## src/hw/soc_pkg.sv

```systemverilog
package soc_pkg;

	// ==============================
	// Widths
	// ==============================

	localparam int BUS_W = 32;
	// Offset inside one 256 MB region
	localparam int OFFSET_W = 28;

	// Region number in address bits 31..28
	typedef enum logic [3:0] {
		REGION_RAM = 4'h2,
		REGION_BRIDGE = 4'h5,
		REGION_UNMAPPED = 4'hf
	} region_e;

	// Far region in bridge offset bits 27..24
	typedef enum logic [3:0] {
		FAR_DMA = 4'h7,
		FAR_SYSREG = 4'h9
	} far_sel_e;

	// System register index in offset bits 3..2
	typedef enum logic [1:0] {
		SYSREG_LEDS = 2'd0,
		SYSREG_DEVICE_ID = 2'd1,
		SYSREG_RAM_SIZE = 2'd2
	} sysreg_e;

	// DMA register index in offset bits 3..2
	typedef enum logic [1:0] {
		DMA_SRC = 2'd0,
		DMA_DST = 2'd1,
		DMA_COUNT = 2'd2
	} dma_reg_e;

	// ==============================
	// Bus structs
	// ==============================

	typedef struct packed {
		logic request;
		logic [BUS_W-1:0] address;
	} fetch_req_t;

	// rw is 1 for a write
	typedef struct packed {
		logic request;
		logic rw;
		logic [BUS_W-1:0] address;
		logic [BUS_W-1:0] wdata;
	} bus_req_t;

	typedef struct packed {
		logic ready;
		logic [BUS_W-1:0] rdata;
	} bus_rsp_t;

	typedef struct packed {
		logic request;
		logic rw;
		logic [OFFSET_W-1:0] offset;
		logic [BUS_W-1:0] wdata;
	} far_req_t;

endpackage

```

## src/hw/bus_decode.sv

```systemverilog
module bus_decode (
	input logic i_clock,
	input logic i_rst,

	input soc_pkg::bus_req_t i_bus,
	output soc_pkg::bus_rsp_t o_bus,

	output soc_pkg::bus_req_t o_ram,
	input soc_pkg::bus_rsp_t i_ram,

	output soc_pkg::bus_req_t o_bridge,
	input soc_pkg::bus_rsp_t i_bridge
);
	import soc_pkg::*;

	region_e region;
	bus_req_t slave_req;
	logic unmapped_ready;

	always_comb begin
		case (i_bus.address[BUS_W-1:OFFSET_W])
			REGION_RAM: region = REGION_RAM;
			REGION_BRIDGE: region = REGION_BRIDGE;
			default: region = REGION_UNMAPPED;
		endcase
	end

	// Slaves see only the offset inside their region
	always_comb begin
		slave_req = i_bus;
		slave_req.address = {{(BUS_W-OFFSET_W){1'b0}}, i_bus.address[OFFSET_W-1:0]};
		o_ram = slave_req;
		o_ram.request = i_bus.request && (region == REGION_RAM);
		o_bridge = slave_req;
		o_bridge.request = i_bus.request && (region == REGION_BRIDGE);
	end

	// Unmapped responder keeps a stray address from hanging the bus
	always_ff @(posedge i_clock) begin
		if (i_rst) begin
			unmapped_ready <= 1'b0;
		end else begin
			unmapped_ready <= i_bus.request && (region == REGION_UNMAPPED) && !unmapped_ready;
		end
	end

	always_comb begin
		case (region)
			REGION_RAM: o_bus = i_ram;
			REGION_BRIDGE: o_bus = i_bridge;
			default: o_bus = '{ready: unmapped_ready, rdata: '0};
		endcase
	end

endmodule

```

## config.mk

```make
export PLATFORM = sky130hd
export DESIGN_NAME = bus_decode
export DESIGN_NICKNAME = d
export VERILOG_FILES = /design/src/hw/soc_pkg.sv /design/src/hw/bus_decode.sv
export SDC_FILE = /design/constraint.sdc
export NUM_CORES = 1
export LEC_CHECK = 0
export BUFFER_PORTS_ARGS = -buffer_cell sky130_fd_sc_hd__buf_2
export CELL_PAD_IN_SITES_DETAIL_PLACEMENT = 2
export CELL_PAD_IN_SITES_GLOBAL_PLACEMENT = 2
export CORE_MARGIN = 8
export CORE_UTILIZATION = 11
export DETAILED_ROUTE_END_ITERATION = 6
export GPL_TIMING_DRIVEN = 1
export PLACE_DENSITY_LB_ADDON = 0.1
export SLEW_MARGIN = 0
export SYNTH_ARGS = -nofsm -noshare
export SYNTH_HDL_FRONTEND = slang
export SYNTH_SLANG_ARGS = --single-unit
```

## constraint.sdc

```tcl
create_clock -name i_clock -period 4.5 [get_ports i_clock]
set_clock_uncertainty 0.05 [all_clocks]
set_input_delay 0.9 -clock i_clock [delete_from_list [all_inputs] [get_ports i_clock]]
set_output_delay 0.9 -clock i_clock [all_outputs]
set_load 0.02 [all_outputs]
```

Word-level counts from Yosys, hierarchy flattened
Index checks and enable logic that the tools add are counted.
{ "word_totals": {"regBits": 1, "input_bits": 134, "output_inout_bits": 165, "word_cells": 13} }
{ "classes": {"n_eq_ne": 5, "n_mux": 2, "reduce_logical": 5} }
{ "ops": {"columns": ["op", "count"], "rows": [
  ["one-hot mux 33 bit (2 select lines)", 1],
  ["== test 4 x 2 -> 1 bit (second input constant)", 2],
  ["== test 4 x 3 -> 1 bit (second input constant)", 2],
  ["one-hot mux 4 bit (2 select lines)", 1],
  ["== test 4 bit (second input constant)", 1],
  ["logical AND 1 bit", 4],
  ["logical NOT 1 bit", 1]
]} }

Depth between registers and ports, before layout
{ "depth": {"depth_word": 5, "ltp_mapped": 7, "mapped_depth_nobuf": 5} }

Least setup slack after synthesis
Ideal clock, no wire load.
{ "synth_timing": {"path_type": "input to output", "startpoint": "input port i_bus[60] in the netlist's numbering", "endpoint": "output port o_bus[32] in the netlist's numbering", "arrival_ps": 2434, "required_time_ps": 3550, "path_slack_ps": 1116, "path_stages": 5, "n_path_buf": 1, "path_cell_list": "or4b_4 > ha_1 > clkbuf_1 > nor2_1 > a21oi_1"} }
{ "synth_rtl": {"columns": ["item", "line_no", "rtl"], "rows": [
  ["start: declaration", "bus_decode.sv:5", "input soc_pkg::bus_req_t i_bus,"],
  ["end: declaration", "bus_decode.sv:6", "output soc_pkg::bus_rsp_t o_bus,"]
]} }

==> summary.txt <==
Timing
  – FMAX: roughly 290 MHz
  – Final max-slew violation count: 0
  – Crit path time final: between 3 and 4 ns
  – Setup violations, final: 0
  – Final setup TNS: 0 ns
  – RSZ-0062 raised after global routing: no
  – Final hold vios: 0
  – Final Cycle Share: 0.765

Die
  – Die area: 18,700 µm²
  – Rows: 44
  – Total core area: 14,400 µm²
  – IO Count: ~300
  – Initial Utilization: 0.111
  – Die span in y: about 140 µm
  – Width of the die: 137 µm

Worst hold path
  – Worst Hold Depth: 1
  – Hold Startpoint: unmapped_ready
  – WHS Endpoint: unmapped_ready
  – Worst min path class: reg -> reg

Worst setup path
  – Worst path cell trace: buf_2 -> or4b_4 -> inv_2 -> ha_1 -> buf_4 -> a22oi_1 -> a21oi_1 -> buf_2
  – Reg2reg path depth: 1
  – Flop2flop setup slack: ~3.8 ns
  – Worst R2R End: unmapped_ready
  – Required @ worst endpoint: ~3.6 ns
  – Cell repeated most along the worst path: buf_2
  – Startpoint Class: input port
  – CP Max Fanout: 18
  – Max incr delay on CP: around 0.55 ns
  – Worst EP arrival: about 2.5 ns
  – CP endpoint kind: output pin
  – Worst R2R Start: unmapped_ready
  – Kind of cell adding the most delay to the critical path: buffers and inverters
  – Sum of buffers and inverters on the critical path: 4
  – Setup CP Type: in -> out
  – Crit path from: i_bus[60]
  – Slowest cell on the critical path: or4b_4

Synthesis
  – Yosys cell types: 16
  – Synth top area share: 0.610
  – Syn Inst Count: 220
  – Dominant cells by area after synthesis: buf_4, a22oi_1, nor2b_1
  – Yosys reg bits: 1
  – Cell type with the highest aggregate area in the netlist: buf_4
  – Post-synth top flop: dfxtp_1
  – Most frequent cells after synthesis: buf_4, a22oi_1, nor2b_1, buf_2
  – Ys async rst share: 0
  – Cell with the most instances after synthesis: buf_4
  – Post-Syn Area: ~1600 µm²
  – Synth Warn #: 0
  – Avg Inst Size Synth: 7.27 µm²
  – Register area share after synthesis: 0.0125
  – EDFF count, synth: 0

Power and ir drop
  – VDD IR max: between 0.03 and 0.04 mV
  – Comb power frac: 0.879
  – Sw frac: 0.441
  – LEAKAGE: around 0.65 nW
  – Seq pwr share: 0.121
  – Internal power: ~46 µW
  – Net Sw Power: 36.3 µW
  – PD cells: between 50 and 60 nW/µm²
  – Clk pwr share: 0
  – Design Power: 82.3 µW

Routing
  – ANT nets after route: 0
  – First-pass detailed-route iteration total: 2
  – Detailed-route DRC error count: 0
  – Total Wirelength: about 5.5 mm
  – DR vias/cell: approximately 3.0
  – Detailed Route Iter0 Violations: 13
  – Drt wl/cell: 14.3 µm
  – Routed via count: 1,154

Global routing
  – Total track usage: 0.0525
  – Initial antenna violation count: 0
  – First-pass GRT wire length: 7.89 mm
  – Vias in the first global route: 1,403
  – Largest net degree at the start of global routing: 19
  – GR Overflow Total: 0

Finish
  – Final-stage net count: approximately 340
  – Largest reg by FF count: unmapped_ready
  – Area grow syn2layout: -11.7%
  – Max reg flops: 1
  – Share of cells above drive strength 1: 0.578
  – Largest regs: unmapped_ready x1

Clocking
  – Post-CTS Resized: 0
  – Hold_buf cts: 0
  – Reg clk slew, reported paths: 0 ns
  – Skew-Pair Late Insertion Delay: 0 ns
  – Setup Fix Bufs, Post-CTS: 0

Job
  – Max Cap Violations: 0

Placed design
  – Port Buffers: about 110
  – GPL Wtd Cong: between 0.6 and 0.7
  – HPWL Detailed: 4.59 mm

Run status
  – Outcome: finished, final reports clean
## layer usage
metal	vias up	wire (µm)	global-route usage	share of wire
li1	543	-	-	-
met1	511	1830	0.0497	0.33
met2	77	2730	0.0972	0.50
met3	23	794	0.0253	0.14
met4	0	126	0.0171	0.023
met5	-	0	0	0
## layout make-up
cell class	instances	area, µm²
Timing Repair Buffer	113	581
Fill cell	1741	13000
Tap cell	184	230
Antenna cell	1	2.50
Multi-Input combinational cell	83	572
Inverter	2	7.51
Sequential cell	1	20.0
## cell families (layout without fill, tap and decap cells)
kind of cell               Yosys count  in the layout  share of synthesized area
other                                1              9                    0.00234
DFF                                  1              1                     0.0125
AOI/OAI and AO/OA                   34             34                      0.158
and+or+nand+nor                     38             38                      0.157
adders and majority gates            3              3                     0.0235
buffers and inverters              143            115                      0.647
## worst max path at each step
stage	depth (start not counted)	endpoint	slack (ns)
finish	8	o_bus[32]	1.06
global route	8	o_bus[18]	0.93
CTS	7	o_bus[32]	1.01
detailed placement	8	o_bus[19]	1.02
global placement	8	o_bus[32]	1.01
floorplan	5	o_bus[32]	1.12
## layout by cell type, fill, tap and decap left out, drive strengths merged, types with 2 or more instances in the layout
| master | n |
|---|---|
| nor2b | 32 |
| and2 | 2 |
| buf | 113 |
| a22oi | 33 |
| inv | 2 |
| conb | 8 |
| ha | 3 |
## power by group through the flow
stage / sequential (mW) / combinational, mW / clock [mW]
after floorplan: 0.00982 / 0.194 / 0
after global placement: 0.0101 / 0.0740 / 0
after detailed placement: 0.0100 / 0.0742 / 0
after CTS: 0.0100 / 0.0746 / 0
after global routing: 0.0101 / 0.0803 / 0
final: 0.00996 / 0.0724 / 0.0000000297
## per-stage QoR
step	worst slack, ns	utilization	area [µm²]	cells	hold WS [ns]
finish	1.06	0.0983	1410	384	0.384
global route	0.930	0.0981	1410	383	0.423
CTS	1.01	0.0981	1410	383	0.396
detailed placement	1.02	0.0981	1410	383	0.393
global placement	1.01	0.0981	1410	383	0.407
floorplan	1.12	-	1630	227	0.348
Note: power is estimated with default switching activity, not from simulation.
