### src/hw/soc_pkg.sv
package soc_pkg;

	// ==============================
	// Widths
	// ==============================

	localparam int BUS_W = 32;
	// Offset inside one 256 MB region
	localparam int OFFSET_W = 28;

	// Region number in address bits 31..28
	typedef enum logic [3:0] {
		REGION_RAM = 4'h2,
		REGION_BRIDGE = 4'h5,
		REGION_UNMAPPED = 4'hf
	} region_e;

	// Far region in bridge offset bits 27..24
	typedef enum logic [3:0] {
		FAR_DMA = 4'h7,
		FAR_SYSREG = 4'h9
	} far_sel_e;

	// System register index in offset bits 3..2
	typedef enum logic [1:0] {
		SYSREG_LEDS = 2'd0,
		SYSREG_DEVICE_ID = 2'd1,
		SYSREG_RAM_SIZE = 2'd2
	} sysreg_e;

	// DMA register index in offset bits 3..2
	typedef enum logic [1:0] {
		DMA_SRC = 2'd0,
		DMA_DST = 2'd1,
		DMA_COUNT = 2'd2
	} dma_reg_e;

	// ==============================
	// Bus structs
	// ==============================

	typedef struct packed {
		logic request;
		logic [BUS_W-1:0] address;
	} fetch_req_t;

	// rw is 1 for a write
	typedef struct packed {
		logic request;
		logic rw;
		logic [BUS_W-1:0] address;
		logic [BUS_W-1:0] wdata;
	} bus_req_t;

	typedef struct packed {
		logic ready;
		logic [BUS_W-1:0] rdata;
	} bus_rsp_t;

	typedef struct packed {
		logic request;
		logic rw;
		logic [OFFSET_W-1:0] offset;
		logic [BUS_W-1:0] wdata;
	} far_req_t;

endpackage

### src/hw/periph_bridge.sv
module periph_bridge #(
	parameter int RAM_WORDS = 1024,
	parameter int DEVICE_ID = 3
) (
	input logic i_clock,
	input logic i_rst,

	// Near side
	input soc_pkg::bus_req_t i_bus,
	output soc_pkg::bus_rsp_t o_bus,

	// Far DMA register block
	output soc_pkg::far_req_t o_dma,
	input soc_pkg::bus_rsp_t i_dma,

	output logic [7:0] o_leds
);
	import soc_pkg::*;

	far_req_t far_q;
	logic far_ready;
	logic sel_dma;
	logic sel_sysreg;
	logic local_ready;
	logic [BUS_W-1:0] local_rdata;
	logic [7:0] leds_q;

	// Near to far register held until the far side answers
	always_ff @(posedge i_clock) begin
		if (i_rst) begin
			far_q.request <= 1'b0;
		end else if (far_ready) begin
			far_q.request <= 1'b0;
		end else if (i_bus.request) begin
			far_q.request <= 1'b1;
			far_q.rw <= i_bus.rw;
			far_q.offset <= i_bus.address[OFFSET_W-1:0];
			far_q.wdata <= i_bus.wdata;
		end
	end

	// Far decode
	assign sel_dma = far_q.offset[OFFSET_W-1 -: 4] == FAR_DMA;
	assign sel_sysreg = far_q.offset[OFFSET_W-1 -: 4] == FAR_SYSREG;

	always_comb begin
		o_dma = far_q;
		o_dma.request = far_q.request && sel_dma;
	end

	// ==============================
	// System registers
	// ==============================

	// Also answers unknown far regions
	always_ff @(posedge i_clock) begin
		if (i_rst) begin
			local_ready <= 1'b0;
			leds_q <= '0;
		end else begin
			local_ready <= far_q.request && !sel_dma && !local_ready;
			if (far_q.request && !local_ready && sel_sysreg && far_q.rw &&
				far_q.offset[3:2] == SYSREG_LEDS) begin
				leds_q <= far_q.wdata[7:0];
			end
		end
	end

	always_ff @(posedge i_clock) begin
		if (!sel_sysreg) begin
			local_rdata <= '0;
		end else begin
			case (far_q.offset[3:2])
				SYSREG_LEDS: local_rdata <= BUS_W'(leds_q);
				SYSREG_DEVICE_ID: local_rdata <= BUS_W'(DEVICE_ID);
				// Size in bytes
				SYSREG_RAM_SIZE: local_rdata <= BUS_W'(RAM_WORDS * 4);
				default: local_rdata <= '0;
			endcase
		end
	end

	assign far_ready = sel_dma ? i_dma.ready : local_ready;
	assign o_bus = sel_dma ? i_dma : '{ready: local_ready, rdata: local_rdata};
	assign o_leds = leds_q;

endmodule

### config.mk
export PLATFORM = sky130hd
export DESIGN_NAME = periph_bridge
export DESIGN_NICKNAME = d
export VERILOG_FILES = /design/src/hw/soc_pkg.sv /design/src/hw/periph_bridge.sv
export SDC_FILE = /design/constraint.sdc
export NUM_CORES = 1
export LEC_CHECK = 0
export ABC_AREA = 0
export BUFFER_PORTS_ARGS = -buffer_cell sky130_fd_sc_hd__buf_4
export CAP_MARGIN = 30
export CORE_MARGIN = 4
export CORE_UTILIZATION = 40
export CTS_BUF_LIST = sky130_fd_sc_hd__clkbuf_8
export DETAILED_ROUTE_END_ITERATION = 10
export GPL_ROUTABILITY_DRIVEN = 0
export GPL_TIMING_DRIVEN = 0
export PLACE_DENSITY = 0.86
export SKIP_LAST_GASP = 1
export SYNTH_ARGS = -nofsm -noshare
export SYNTH_HDL_FRONTEND = slang
export SYNTH_SLANG_ARGS = --single-unit
export TNS_END_PERCENT = 5
### constraint.sdc
create_clock -name i_clock -period 20.3 [get_ports i_clock]
set_input_delay 3.045 -clock i_clock [delete_from_list [all_inputs] [get_ports i_clock]]
set_output_delay 3.045 -clock i_clock [all_outputs]
set_load 0.02 [all_outputs]
**Word-level counts from Yosys, hierarchy flattened**

Index checks and enable logic that the tools add are counted.

- Equality and inequality tests: 4
- Mux-type cells: 3
- Bitwise logic cells: 2
- Reductions and logical operators: 12

Operator list:

| operator | count |
|---|---|
| 13-bit case mux with 3 select lines | 1 |
| 33-bit 2-to-1 mux | 1 |
| 1-bit logical AND | 7 |
| 4-bit by 3-bit equality test with 1-bit output (second input constant) | 1 |
| 4-bit equality test (second input constant) | 1 |
| 3-bit AND reduction | 1 |
| 2-bit by 1-bit equality test with 1-bit output (second input constant) | 1 |
| 2-bit equality test (second input constant) | 1 |
| 1-bit logical NOT | 2 |
| 2-bit logical NOT | 1 |
| 1-bit NOT | 2 |
| 2-bit OR reduction | 1 |
| 1-bit 2-to-1 mux | 1 |

- Bits in registers: 103
- Bits of input ports: 101
- Output and inout port bits: 103
- Word-level logic and storage cells: 28

**Depth between registers and ports, before layout**

- Word-level depth: 5
- Mapped depth: 4
- Depth with buffers taken out: 3

**Worst setup path before layout**

No wires, ideal clock.

- Path type: input to register
- Start: in i_rst
- End: reg far_q (netlist bit o_dma[0]) (enable)
- Setup time: 567 ps
- Arrival time: 7862 ps
- Data required time: 19733 ps
- Path slack: 11871 ps
- Stages on the path: 3
- Path buffers: 2
- Cells stage by stage: clkbuf_1 -> clkbuf_1 -> nor3b_1

- Word-level cells in the longest chain between the ends: 2

Ends and longest elaborated chain:

| what | line | text |
|---|---|---|
| from (decl) | periph_bridge.sv:6 | `input logic i_rst,` |
| 1-bit NOT (no line) | n/a |  |
| 3-bit AND reduction (no line) | n/a |  |
| to (decl) | periph_bridge.sv:20 | `far_req_t far_q;` |

No other way between the ends.
A chain may end at the register's enable or synchronous reset.

==> results.rst <==
.. list-table::
   :header-rows: 1

   * - Metric
     - Value
   * - Data required time at the worst endpoint
     - 17260 ps
   * - Width of the die
     - 98.9 µm
   * - Die area
     - 0.00979 mm²
   * - Critical path origin
     - i_dma[32]
   * - Worst-path cell chain
     - buf_4 -> mux2_2 -> buf_4 -> buf_4
   * - End of the worst hold path
     - local_ready
   * - Max Cap Violations
     - 0
   * - Ratio of cells with drive above 1 in the final layout
     - 0.663
   * - Placeable core region
     - 0.00789 mm²
   * - Iteration-0 DRC Markers
     - 41
   * - CTS tree
     - built
   * - Wire length reported by the detailed router
     - 7650 µm
   * - Cell Area, Synth
     - 0.00331 mm²
   * - Slew Limit Headroom
     - 0.554
   * - Setup Buffers After CTS
     - 0
   * - Layout filler cell count
     - 570
   * - RSZ-0062 raised after global routing
     - no
   * - Reg2reg path depth
     - 8
   * - Total clock buffers created by CTS
     - 9
   * - Ports
     - 204
   * - Highest-count cells in the layout ignoring fill and taps
     - 260 x buf_4, 61 x edfxtp_1, 30 x and2_1, 19 x dfxtp_1, 16 x nand2b_1
   * - Final count of negative-setup-slack endpoints
     - 0
   * - Final TNS setup
     - 0 ps
   * - Slowest cell delay on critical path
     - 280 ps
   * - Starting density of the core
     - 0.419
   * - Crit-path most repeated cell
     - buf_4
   * - Final clock period utilization by the worst path
     - 0.333
   * - Hold-fix buffer count after cts
     - 0
   * - Sum of overflow across all layers after global routing
     - 0
   * - Post-synthesis sequential area ratio
     - 0.669
   * - Critical-path maximum fanout
     - 3
   * - DR vias/cell
     - 4.23
   * - Via total after detailed routing
     - 2302
   * - Maximum buffer depth of the clock tree
     - 2
   * - Residual antenna-violating net count after detailed routing
     - 0
   * - Mean area per synthesized cell
     - 14.7 µm²
   * - Startpoint type of the worst setup path
     - input pin
   * - DR WL/cell
     - 14.1 µm
   * - Maximum level of the CTS H-tree
     - 3
   * - Number of synthesis warnings
     - 0
   * - Wire length of the first global-routing pass
     - 11800 µm
   * - Setup CP Type
     - input pin to primary output
   * - Data arrival, critical path
     - 3720 ps
   * - Transition time at the pin with the least slew margin
     - 664 ps
   * - Hold path start
     - local_ready
   * - Clock sinks
     - 80
   * - Slew Limit Fails
     - 0
   * - Reg-to-reg slack, setup
     - 17410 ps
   * - DRC Markers
     - 0
   * - Most common cell after layout, fill and taps aside
     - buf_4
   * - Highest ir drop seen on vdd
     - 0.0463 mV
   * - Final Worst Setup Slack
     - 13540 ps
   * - Total leakage power
     - 2.35 nW
   * - Synthesized netlist cell count
     - 225
   * - Worst slack after detailed placement
     - 13540 ps
   * - Final-report hold violation count
     - 0
   * - Highest Clock Rate
     - 148 MHz
   * - Inserted Diodes
     - 0
   * - Final worst path period need
     - 6760 ps
   * - PostCTS Resize Cnt
     - 0
   * - Pin count of the biggest net entering global routing
     - 15
   * - Type of element capturing the critical path
     - primary output
   * - Height of the die
     - 98.9 µm
   * - Post-synth cell types
     - 18
   * - Register bit total from synthesis
     - 80
   * - Syn-to-layout area delta
     - 55.9%
   * - Worst reg2reg path endpoint
     - o_dma[15]
   * - Post-layout utilization of the core
     - 0.654
   * - Depth of the worst hold-timing path
     - 1
   * - Post-Synthesis Net Count
     - 326
   * - Status
     - completed
   * - Worst hold path class
     - flip-flop to flip-flop
   * - Worst-Skew Late Latency
     - 330 ps
   * - First-pass detailed-route iteration total
     - 4
   * - Number of nets in the final layout
     - 540
   * - Reg2Reg Launch Point
     - o_dma[59]
   * - Vias in the first global route
     - 2414
   * - Input/output buffers
     - 198
   * - Cell Pwr Density
     - 65.5 mW/mm²
   * - Slowest-stage cell, CP
     - mux2_2
   * - Post-detail-place hpwl
     - 6330 µm
   * - CTS root buffer
     - clkbuf_8
   * - Initial antenna violation count
     - 0
   * - Row count
     - 32
   * - Worst clock skew on the final layout
     - 11.7 ps
   * - Clock transition time at the flip-flop clock pins of the worst setup and hold paths
     - 70 ps
   * - Total routing usage reported by global routing
     - 0.155
==> metal layers <==
metal | global-route usage | wire length (µm) | share of wire | up-vias
met5 | 0 | 0 | 0 | -
met4 | 0.0620 | 122 | 0.016 | 0
met3 | 0.0757 | 965 | 0.13 | 10
met2 | 0.279 | 4000 | 0.52 | 139
met1 | 0.150 | 2560 | 0.33 | 1019
li1 | - | - | - | 1134
==> sequential cells by signal, summed over array words and instances (netlist names) <==
register / count
local_rdata: 9
local_ready: 1
far_q: 1
o_leds: 8
o_dma: 61
==> how the worst max path moves through the flow <==
stage,to,slack (ps),depth (start not counted)
2_1_floorplan,o_dma[0],11870,3
3_3_place_gp,o_dma[26],10060,3
3_5_place_dp,o_bus[32],13540,4
4_1_cts,o_bus[32],13540,4
5_1_grt,o_bus[32],13520,4
6_report,o_bus[32],13540,4
==> critical path, delay by kind of cell <==
family | cells | cell delay [ps]
buffers and inverters | 3 | 390
multiplexers | 1 | 280
==> area by class of cell <==
class | count | area, µm² | share of cell area
Buffer | 68 | 490 | 0.0951
Multi-Input combinational cell | 77 | 609 | 0.118
Timing Repair Buffer | 203 | 1540 | 0.299
Clock inverter | 5 | 50.0 | 0.00971
Sequential cell | 80 | 2210 | 0.429
Clock buffer | 9 | 124 | 0.0240
Tap cell | 102 | 128 | 0.0248
==> stage by stage <==
step | hold WS (ps) | instance area (µm²) | cells | total power [mW]
finish | 453 | 5160 | 544 | 0.338
global route | 481 | 5160 | 544 | 0.355
CTS | 463 | 5160 | 544 | 0.343
detailed placement | 454 | 4980 | 530 | 0.236
global placement | 425 | 4920 | 525 | 0.235
floorplan | 410 | 3310 | 225 | 0.210
==> cells in the mapped netlist, drive strengths merged <==
master | n | area, µm²
buf | 64 | 475
edfxtp | 61 | 1830
and2 | 30 | 188
dfxtp | 19 | 380
nand2b | 16 | 100
mux2 | 10 | 113
mux2i | 8 | 80.1
clkbuf | 4 | 15.0
nor2 | 2 | 7.51
nor3 | 2 | 10.0
nor3b | 2 | 15.0
o21a | 2 | 15.0
and4b | 1 | 11.3
nand3b | 1 | 7.51
nand4bb | 1 | 27.5
nor4 | 1 | 21.3
nor4b | 1 | 8.76
==> power breakdown <==
part | switching [mW] | leakage (nW) | internal (mW)
sequential | 0.00238 | 0.723 | 0.183
combinational | 0.0188 | 1.54 | 0.0279
clock | 0.0515 | 0.0860 | 0.0544
total | 0.0726 | 2.35 | 0.265
==> cells by family after synthesis <==
| logic type | count (synthesis) | share of synthesized area |
|---|---|---|
| DFF | 80 | 0.669 |
| buffers and inverters | 68 | 0.148 |
| and+or+nand+nor | 57 | 0.120 |
| muxes | 18 | 0.0583 |
| AOI/OAI and AO/OA | 2 | 0.00454 |
No activity file was read; power rests on OpenSTA's default activity.
