File: src/hw/soc_pkg.sv
package soc_pkg;

	// ==============================
	// Widths
	// ==============================

	localparam int BUS_W = 32;
	// Offset inside one 256 MB region
	localparam int OFFSET_W = 28;

	// Region number in address bits 31..28
	typedef enum logic [3:0] {
		REGION_RAM = 4'h2,
		REGION_BRIDGE = 4'h5,
		REGION_UNMAPPED = 4'hf
	} region_e;

	// Far region in bridge offset bits 27..24
	typedef enum logic [3:0] {
		FAR_DMA = 4'h7,
		FAR_SYSREG = 4'h9
	} far_sel_e;

	// System register index in offset bits 3..2
	typedef enum logic [1:0] {
		SYSREG_LEDS = 2'd0,
		SYSREG_DEVICE_ID = 2'd1,
		SYSREG_RAM_SIZE = 2'd2
	} sysreg_e;

	// DMA register index in offset bits 3..2
	typedef enum logic [1:0] {
		DMA_SRC = 2'd0,
		DMA_DST = 2'd1,
		DMA_COUNT = 2'd2
	} dma_reg_e;

	// ==============================
	// Bus structs
	// ==============================

	typedef struct packed {
		logic request;
		logic [BUS_W-1:0] address;
	} fetch_req_t;

	// rw is 1 for a write
	typedef struct packed {
		logic request;
		logic rw;
		logic [BUS_W-1:0] address;
		logic [BUS_W-1:0] wdata;
	} bus_req_t;

	typedef struct packed {
		logic ready;
		logic [BUS_W-1:0] rdata;
	} bus_rsp_t;

	typedef struct packed {
		logic request;
		logic rw;
		logic [OFFSET_W-1:0] offset;
		logic [BUS_W-1:0] wdata;
	} far_req_t;

endpackage

File: src/hw/bus_arbiter.sv
module bus_arbiter (
	input logic i_clock,
	input logic i_rst,

	// Instruction fetch port
	input soc_pkg::fetch_req_t i_fetch,
	output soc_pkg::bus_rsp_t o_fetch,

	// Data port
	input soc_pkg::bus_req_t i_data,
	output soc_pkg::bus_rsp_t o_data,

	// DMA port
	input soc_pkg::bus_req_t i_dma,
	output soc_pkg::bus_rsp_t o_dma,

	// Shared system bus
	output soc_pkg::bus_req_t o_bus,
	input soc_pkg::bus_rsp_t i_bus
);
	import soc_pkg::*;

	typedef enum logic [1:0] {
		OWN_NONE,
		OWN_FETCH,
		OWN_DATA,
		OWN_DMA
	} owner_e;

	owner_e owner_q;
	owner_e last_q;
	owner_e grant;
	bus_req_t grant_req;
	bus_req_t bus_q;

	// Round-robin pick with the port after the last winner tried first
	always_comb begin
		case (last_q)
			OWN_FETCH: grant = i_data.request ? OWN_DATA :
				i_dma.request ? OWN_DMA :
				i_fetch.request ? OWN_FETCH : OWN_NONE;
			OWN_DATA: grant = i_dma.request ? OWN_DMA :
				i_fetch.request ? OWN_FETCH :
				i_data.request ? OWN_DATA : OWN_NONE;
			default: grant = i_fetch.request ? OWN_FETCH :
				i_data.request ? OWN_DATA :
				i_dma.request ? OWN_DMA : OWN_NONE;
		endcase
	end

	// Request of the winning port
	always_comb begin
		case (grant)
			OWN_FETCH: begin
				// Fetch is read only
				grant_req.request = 1'b1;
				grant_req.rw = 1'b0;
				grant_req.address = i_fetch.address;
				grant_req.wdata = '0;
			end
			OWN_DATA: grant_req = i_data;
			default: grant_req = i_dma;
		endcase
	end

	// ==============================
	// Ownership and bus register
	// ==============================

	always_ff @(posedge i_clock) begin
		if (i_rst) begin
			owner_q <= OWN_NONE;
			// Fetch port is tried first after reset
			last_q <= OWN_DMA;
			bus_q.request <= 1'b0;
		end else if (owner_q == OWN_NONE) begin
			if (grant != OWN_NONE) begin
				owner_q <= grant;
				last_q <= grant;
				bus_q <= grant_req;
			end
		end else if (i_bus.ready) begin
			// Back to idle for one cycle
			owner_q <= OWN_NONE;
			bus_q.request <= 1'b0;
		end
	end

	assign o_bus = bus_q;

	// Response goes back to the owner only
	assign o_fetch = '{ready: i_bus.ready && (owner_q == OWN_FETCH), rdata: i_bus.rdata};
	assign o_data = '{ready: i_bus.ready && (owner_q == OWN_DATA), rdata: i_bus.rdata};
	assign o_dma = '{ready: i_bus.ready && (owner_q == OWN_DMA), rdata: i_bus.rdata};

endmodule

File: config.mk
export PLATFORM = sky130hd
export DESIGN_NAME = bus_arbiter
export DESIGN_NICKNAME = d
export VERILOG_FILES = /design/src/hw/soc_pkg.sv /design/src/hw/bus_arbiter.sv
export SDC_FILE = /design/constraint.sdc
export NUM_CORES = 1
export LEC_CHECK = 0
export BUFFER_PORTS_ARGS = -buffer_cell sky130_fd_sc_hd__buf_2
export CAP_MARGIN = 20
export CORE_AREA = 2 2 141 143
export CTS_CLUSTER_SIZE = 30
export DETAILED_ROUTE_END_ITERATION = 8
export DIE_AREA = 0 0 143 145
export HOLD_SLACK_MARGIN = 0.03
export PLACE_DENSITY = 0.6
export SYNTH_ARGS = -nofsm -noshare
export SYNTH_HDL_FRONTEND = slang
export SYNTH_SLANG_ARGS = --single-unit
File: constraint.sdc
create_clock -name i_clock -period 5.5 [get_ports i_clock]
set_input_delay 1.1 -clock i_clock [delete_from_list [all_inputs] [get_ports i_clock]]
set_output_delay 1.1 -clock i_clock [all_outputs]
set_load 0.05 [all_outputs]
[Yosys cells after proc, flatten, opt, wreduce, memory -nomap -nowiden]
Index checks and enable logic that the tools add are counted.
Storage, ports and cells
  flip-flop bits (word level): 70
  input bits: 200
  output and inout port bits: 165
  logic and storage cells: 41
Cells by class
  eq/ne operators: 8
  multiplexer cells: 17
  bitwise gates (word level): 1
  reduce and logical (&&, ||, !) cells: 9
Operators by type and width (count)
  case mux 66 bit (2 select lines): 1
  two-way mux 66 bit: 1
  two-way mux 2 bit: 11
  equality test 2 bit, second input constant: 4
  equality test 2 x 1 -> 1 bit, second input constant: 3
  case mux 2 bit (2 select lines): 1
  AND reduction 2 bit: 2
  nonzero test 2 bit: 2
  logical AND 1 bit: 3
  two-way mux 1 bit: 3
  AND reduction 3 bit: 1
  logical NOT 2 bit: 1
  != test 2 x 1 -> 1 bit, second input constant: 1
  inverter 1 bit: 1

[Depth between registers and ports, before layout]
Gate-level depths: netlist of run 1.
  depth after elaboration: 8
  gate-level depth with buffers: 11

[Worst setup path before layout of run 1]
Ideal clock, no wire load.
  path type: in2reg
  start: in i_fetch[32] in the netlist's numbering
  end: reg bus_q (netlist bit o_bus[0]) (enable)
  library setup time: 0.490 ns
  data arrival time: 4.917 ns
  data required time: 5.010 ns
  path slack: 0.093 ns
  stages on the path: 7
  buffers on the path: 1
  cells stage by stage: mux2i_1 -> a211oi_2 -> inv_1 -> ha_1 -> or3_1 -> buf_6 -> nor2_1
On the way
  cells in the longest elaborated chain, start to end: 6
  elaborated cells on any way between the ends: 9
  classes of those cells: mux (7); reduce/logical (2)
RTL lines
  start: declaration: line bus_arbiter.sv:6  | input soc_pkg::fetch_req_t i_fetch,
  two-way mux 1 bit: line bus_arbiter.sv:41  | i_fetch.request ? OWN_FETCH : OWN_NONE;
  two-way mux 2 bit: line bus_arbiter.sv:40  | i_dma.request ? OWN_DMA :
  two-way mux 2 bit: line bus_arbiter.sv:39  | OWN_FETCH: grant = i_data.request ? OWN_DATA :
  case mux 2 bit (2 select lines) (*): line bus_arbiter.sv:38  | case (last_q)
  via grant[0]: line bus_arbiter.sv:32  | owner_e grant;
  nonzero test 2 bit (*): line bus_arbiter.sv:77  | if (grant != OWN_NONE) begin
  AND reduction 3 bit (no line) (*)
  end signal: assignment: line bus_arbiter.sv:80  | bus_q <= grant_req;
  end: declaration: line bus_arbiter.sv:34  | bus_req_t bus_q;
The timed path passes the listed nets; every way through them passes the cells marked *.
A chain may end at the register's enable or synchronous reset.

==> results of run 1 <==
placed cells by master, fill, tap and decap left out, types with 2 or more instances in the layout:
cell type	synthesis	routed
nand2b_1	2	2
nand3_1	34	34
bufinv_16	0	2
dfxtp_1	5	5
nand2_1	4	4
edfxtp_1	65	65
ha_1	5	3
inv_1	37	37
clkinvlp_4	0	3
buf_4	96	6
nor3_1	2	2
a21oi_2	2	2
nor2_1	36	35
o21ai_0	35	35
a22oi_1	32	32
clkbuf_16	0	9
a21oi_1	37	37
buf_2	13	236
how the worst max path moves through the flow:
| stage | start | endpoint | slack [ps] |
|---|---|---|---|
| after floorplan | i_fetch[32] | o_bus[0]$_DFFE_PP_ | 90 |
| after global placement | i_fetch[32] | o_bus[60]$_DFFE_PP_ | 2080 |
| after detailed placement | i_fetch[32] | o_bus[60]$_DFFE_PP_ | 1970 |
| after CTS | i_fetch[32] | o_bus[60]$_DFFE_PP_ | 2340 |
| after global routing | i_fetch[32] | o_bus[48]$_DFFE_PP_ | 2170 |
| final | i_fetch[32] | o_bus[58]$_DFFE_PP_ | 2310 |
metrics by stage:
step	area [sq um]	worst slack, ps
finish	5180	2310
global route	5180	2170
CTS	5170	2340
detailed placement	4860	1970
global placement	4860	2080
floorplan	4130	93.3
worst min-delay path, delay by kind of cell, from the launching register on:
| family | cells | cell delay, ps |
|---|---|---|
| DFF | 1 | 310 |
| AOI/OAI and AO/OA | 1 | 50 |
| and+or+nand+nor | 1 | 80 |
metal layers:
metal	part of all wire [%]	routed length [um]	vias up	GRT usage [%]
met1	35	4610	1495	11.6
met5	0	0	-	0
met4	3.4	442	0	6.09
met3	12	1510	23	5.38
li1	-	-	1647	-
met2	50	6570	236	20.8
final cells by class:
class	instances	area, sq um
antenna	1	2.50
clock buffer	9	225
clock inverter	6	87.6
fill	2040	14000
inverter	37	139
multi-input combinational	197	1110
sequential	70	2050
tap	265	332
timing repair buffer	242	1230
sequential cells by signal (all words and copies together) (netlist names):
| signal | cells |
|---|---|
| owner_q | 2 |
| last_q | 2 |
| o_bus | 66 |
kinds of logic after synthesis:
group	share of synthesized area, %
AOI/OAI and AO/OA	15.8
adders and majority gates	1.52
buffers and inverters	23.9
DFF	49.7
muxes	0.243
and+or+nand+nor	8.85
cells in the mapped netlist:
master and n:
nor2_1 36, or3b_2 1, buf_2 13, inv_1 37
buf_6 1, nor3_1 2, and3_2 1, a22oi_1 32
clkbuf_1 10, ha_1 5, buf_1 3, o31ai_1 1
o21ai_1 1, edfxtp_1 65, dfxtp_1 5, buf_4 96
nand3_1 34, a211o_1 1, o21ai_0 35, nand2_1 4
nand2b_1 2, a21oi_1 37, a211oi_2 1, or3_1 1
a21oi_2 2, mux2i_1 1
power by group through the flow:
stage                     Clock [mW]  Sequential (mW)  Combinational [mW]
after floorplan                    0             2.06                1.18
after global placement             0             1.15                2.43
after detailed placement           0             1.15                2.46
after CTS                      0.650             1.14                2.46
after global routing           0.666             1.17                2.64
final                          0.626             1.14                2.44
==> flow_metrics.tcl, run 1 <==
set metrics [dict create \
    stdcell_count 827 \
    gp_congestion 0.812 \
    power.switching_mw 2.16 \
    crit_path_end_kind "flop" \
    max_stage_delay_ps 870 \
    worstRegToRegCells 9 \
    drc 0 \
    syn_inst 427 \
    cts_buffer_depth 2 \
    cts.repair.resized 0 \
    leakage_nw 2.31 \
    drive_gt1_share_pct 47.2 \
    cts-root-buf "clkbuf_16" \
    syn_nets 632 \
    rrSetupSlack_ps 2530 \
    synth_area_leader_cell "edfxtp_1" \
    cap_viol_max_count 0 \
    start_util_pct 21.5 \
    r2r_end "o_bus[58]$_DFFE_PP_" \
    crit_cells 9 \
    via_per_inst 4.11 \
    power.density_mw_per_mm2 812 \
    clock_skew_ps 10.6 \
    finalCritPeriodShare_pct 58.0 \
    worstPathRequired_ps 5680 \
    ctsHoldBuffers 0 \
    clock_sinks 70 \
    crit_arrival_ps 3370 \
    drtAntennaViolNets 0 \
    wirelength_mm 13.1 \
    rsz0062_at_grt "no" \
    hold_depth 2 \
    setup_viol 0 \
    port_buffers 236 \
    rows 51 \
    drt_first_pass_iters 4 \
    fin_util_pct 26.9 \
    fin_setup_tns_ps 0 \
    max_freq_mhz 313 \
    drt_iter0_markers 123 \
    criticalPathCategory "primary input to flop" \
    worstHoldStart "o_bus[65]$_SDFFE_PP0P_" \
    total_power_mw 4.20 \
    crit_top_cell "a21oi_1" \
    whs_ps 481 \
    layout.nets 762 \
    die_area_sq_mm 0.0207 \
    first_global_vias 3121 \
    p_comb_share_pct 58.1 \
    die_h_um 145 \
    gr-total-overflow 0 \
    die_w_um 143 \
    synth_top_area_share_pct 47.3 \
    cts_setup_buffers 0 \
    cp-start-kind "primary input" \
    seqPwrFrac_pct 27.0 \
    ys_types 26 \
    synth.avg_cell_area_sq_um 9.66 \
    hold_end "o_bus[65]$_SDFFE_PP0P_" \
    power.internal_mw 2.04 \
    io_pins 365 \
    yosysSeqAreaShare_pct 49.7 \
    cp_slowest_cell "ha_2" \
    cts_made_buffers 9 \
    maxSlewViolCount 0 \
    areaGrowthSynthToFinish_pct 25.4 \
    coreArea_sq_mm 0.0192 \
    place_hpwl_mm 10.3 \
    clk_pin_slew_ps 60 \
    clk_latency_ps 340 \
    status "finished, final reports clean" \
    switching_share_pct 51.5 \
    path_max_fanout 46 \
    synth.cell_area_sq_mm 0.00413 \
    ir_drop_mv 0.267 \
    synth_area_leaders "edfxtp_1 47%, buf_4 17%, a22oi_1 5.8%, a21oi_1 4.5%, o21ai_0 4.2%" \
    gr-usage-all-layers_pct 11.9 \
    cp_top_family "adder cells" \
    worst_pin_slew_ps 1040 \
    hp-class "flop to flop" \
    grt_max_degree 86 \
    ys_warn_count 0 \
    ys_seq_elements 70 \
    worst-path-buf-inv 3 \
    min_period_ps 3190 \
    grt_pass1_wl_mm 18.3 \
    cts_htree_levels 3 \
    antenna_found_initial 1 \
    clkPwrFrac_pct 14.9 \
    rr_startpoint "last_q[0]$_SDFFE_PP1P_" \
    cts_tree "yes" \
    post_drt_wl_per_cell_um 15.9 \
    relSlewSlack_pct 30.5 \
    hold_viol 0 \
    numPlacedInstances 811 \
    path_cells "buf_2 -> nand2b_1 -> a21oi_1 -> a211o_1 -> inv_1 -> ha_2 -> buf_4 -> a22oi_1 -> a21oi_1" \
    num_vias 3401 \
]
(Power assumes the default switching activity.)
==> run 2, diff against run 1 <==
- clock period: 5.5 -> 2.77 ns (I/O delays scaled with it)
==> run 2 against run 1 <==
Net effect:
- worst setup slack lost 2100 ps
- via count down 1.4%
- global-route usage up 0.30 points
- sequential share of layout area down 0.38 points
- combinational power increased by 110%
- hold slack gained 4.9 ps
- non-clock buffer count rose by 2
- critical path depth did not move
- final area up 1.0%
- largest power group unchanged
- highest routed layer is now met5
==> flow_metrics.tcl, run 2 (synthesis gave the netlist of run 1 again) <==
set metrics [dict create \
    status "finished, final reports clean" \
    rr_startpoint "last_q[0]$_SDFFE_PP1P_" \
    leakage_nw 2.32 \
    clock_skew_ps 7.63 \
    dr.max_layer_used "met5" \
    first_global_vias 3127 \
    place_hpwl_mm 10.5 \
    setup_viol 0 \
    pre_cts_slack_ps 221 \
    areaGrowthSynthToFinish_pct 26.7 \
    worstPathRequired_ps 2790 \
    wl_met1_mm 4.64 \
    clk_latency_ps 340 \
    ir_drop_mv 0.530 \
    route.met3.wl_mm 1.62 \
    die_area_sq_mm 0.0207 \
    criticalPathCategory "flop to flop" \
    diodes 0 \
    power.internal_mw 4.05 \
    wirelength_mm 13.5 \
    start_util_pct 21.5 \
    cts_htree_levels 3 \
    antenna_found_initial 1 \
    cts_setup_buffers 0 \
    num_vias 3353 \
    cts_buffer_depth 2 \
    maxSlewViolCount 0 \
    cap_viol_max_count 0 \
    die_h_um 145 \
    post_drt_wl_per_cell_um 16.3 \
    hp-class "flop to flop" \
    finalCritPeriodShare_pct 90.9 \
    clock_sinks 70 \
    relSlewSlack_pct 47.2 \
    min_period_ps 2520 \
    seqPwrFrac_pct 26.8 \
    layout.nets 764 \
    stdcell_count 829 \
    p_comb_share_pct 60.4 \
    max_freq_mhz 397 \
    switching_share_pct 51.9 \
    rsz0062_at_grt "no" \
    gr-usage-all-layers_pct 12.2 \
    gp_congestion 0.770 \
    numPlacedInstances 813 \
    wl_met2_mm 6.89 \
    final_common_cell "buf_2" \
    cts_tree "yes" \
    worst_pin_slew_ps 792 \
    whs_ps 486 \
    die_w_um 143 \
    grt_pass1_wl_mm 18.7 \
    layout_common_cells "236 x buf_2, 65 x edfxtp_1, 37 x a21oi_1, 36 x inv_1" \
    path_max_fanout 36 \
    coreArea_sq_mm 0.0192 \
    clkPwrFrac_pct 12.8 \
    power.density_mw_per_mm2 1610 \
    drc 0 \
    ctsHoldBuffers 0 \
    cts_made_buffers 9 \
    grt_max_degree 83 \
    cp-start-kind "flop" \
    clk_pin_slew_ps 60 \
    cts.repair.resized 0 \
    crit_path_end_kind "flop" \
    crit_arrival_ps 2540 \
    drt_first_pass_iters 4 \
    hold_viol 0 \
    n_fill_cell 2056 \
    via_per_inst 4.04 \
    finalWorstSetupSlack_ps 251 \
    power.switching_mw 4.38 \
    rows 51 \
    drtAntennaViolNets 0 \
    port_buffers 236 \
    cts-root-buf "clkbuf_16" \
    gr-total-overflow 0 \
    crit_path_start "last_q[0]$_SDFFE_PP1P_" \
    drive_gt1_share_pct 48.2 \
    io_pins 365 \
    worstHoldStart "o_bus[65]$_SDFFE_PP0P_" \
    drt_iter0_markers 142 \
    largest_reg_flops 66 \
]
==> run 2: cell types whose count changed in the layout (fill, tap and decap cells not counted), sizes merged <==
| cell | previous run | this run |
|---|---|---|
| diode | 1 | 0 |
| inv | 37 | 38 |
| buf | 242 | 244 |
| clkinv | 1 | 3 |
| bufinv | 2 | 0 |
==> run 2: metal layers <==
metal / GRT usage, % / vias up
met4: 4.90 / 2
met5: 0 / -
met2: 22.0 / 229
met3: 6.14 / 25
li1: - / 1653
met1: 11.5 / 1444
==> run 2: cell type report <==
class	count	area, sq um	area share, %
Sequential cell	70	2050	39.3
Timing Repair Buffer	244	1300	24.9
Multi-Input combinational cell	197	1130	21.6
Tap cell	265	332	6.34
Clock buffer	9	225	4.31
Inverter	37	139	2.66
Clock inverter	7	50.0	0.957
==> run 2: metrics by stage <==
step | instance area (sq um) | util (%) | TNS (ps) | total power [mW]
floorplan | 4150 | - | -19170 | 6.44
global placement | 4950 | 25.8 | 0 | 7.40
detailed placement | 4950 | 25.8 | 0 | 7.46
CTS | 5230 | 27.2 | 0 | 8.60
global route | 5230 | 27.2 | 0 | 8.96
finish | 5230 | 27.2 | 0 | 8.43
==> run 2: worst paths after layout <==
kind | end | slack [ps] | depth (start not counted)
max | o_bus[50]$_DFFE_PP_ | 250 | 9
min | o_bus[65]$_SDFFE_PP0P_ | 490 | 2
max reg2reg | o_bus[50]$_DFFE_PP_ | 250 | 9
min reg2reg | o_bus[65]$_SDFFE_PP0P_ | 490 | 2
==> run 2: worst max-delay path, stage by stage, from the launching register on <==
cell and delay, ps:
dfxtp_2 350, inv_2 50, ha_4 240, mux2i_1 130
a211oi_2 280, inv_1 140, ha_4 180, or3_1 360
nor2_4 210, buf_12 240
==> run 2: power groups by stage <==
| stage | Clock, mW | Combinational [mW] | Sequential (mW) |
|---|---|---|---|
| finish | 1.08 | 5.09 | 2.26 |
| global route | 1.17 | 5.47 | 2.31 |
| CTS | 1.13 | 5.20 | 2.27 |
| detailed placement | 0 | 5.18 | 2.28 |
| global placement | 0 | 5.13 | 2.27 |
| floorplan | 0 | 2.38 | 4.06 |
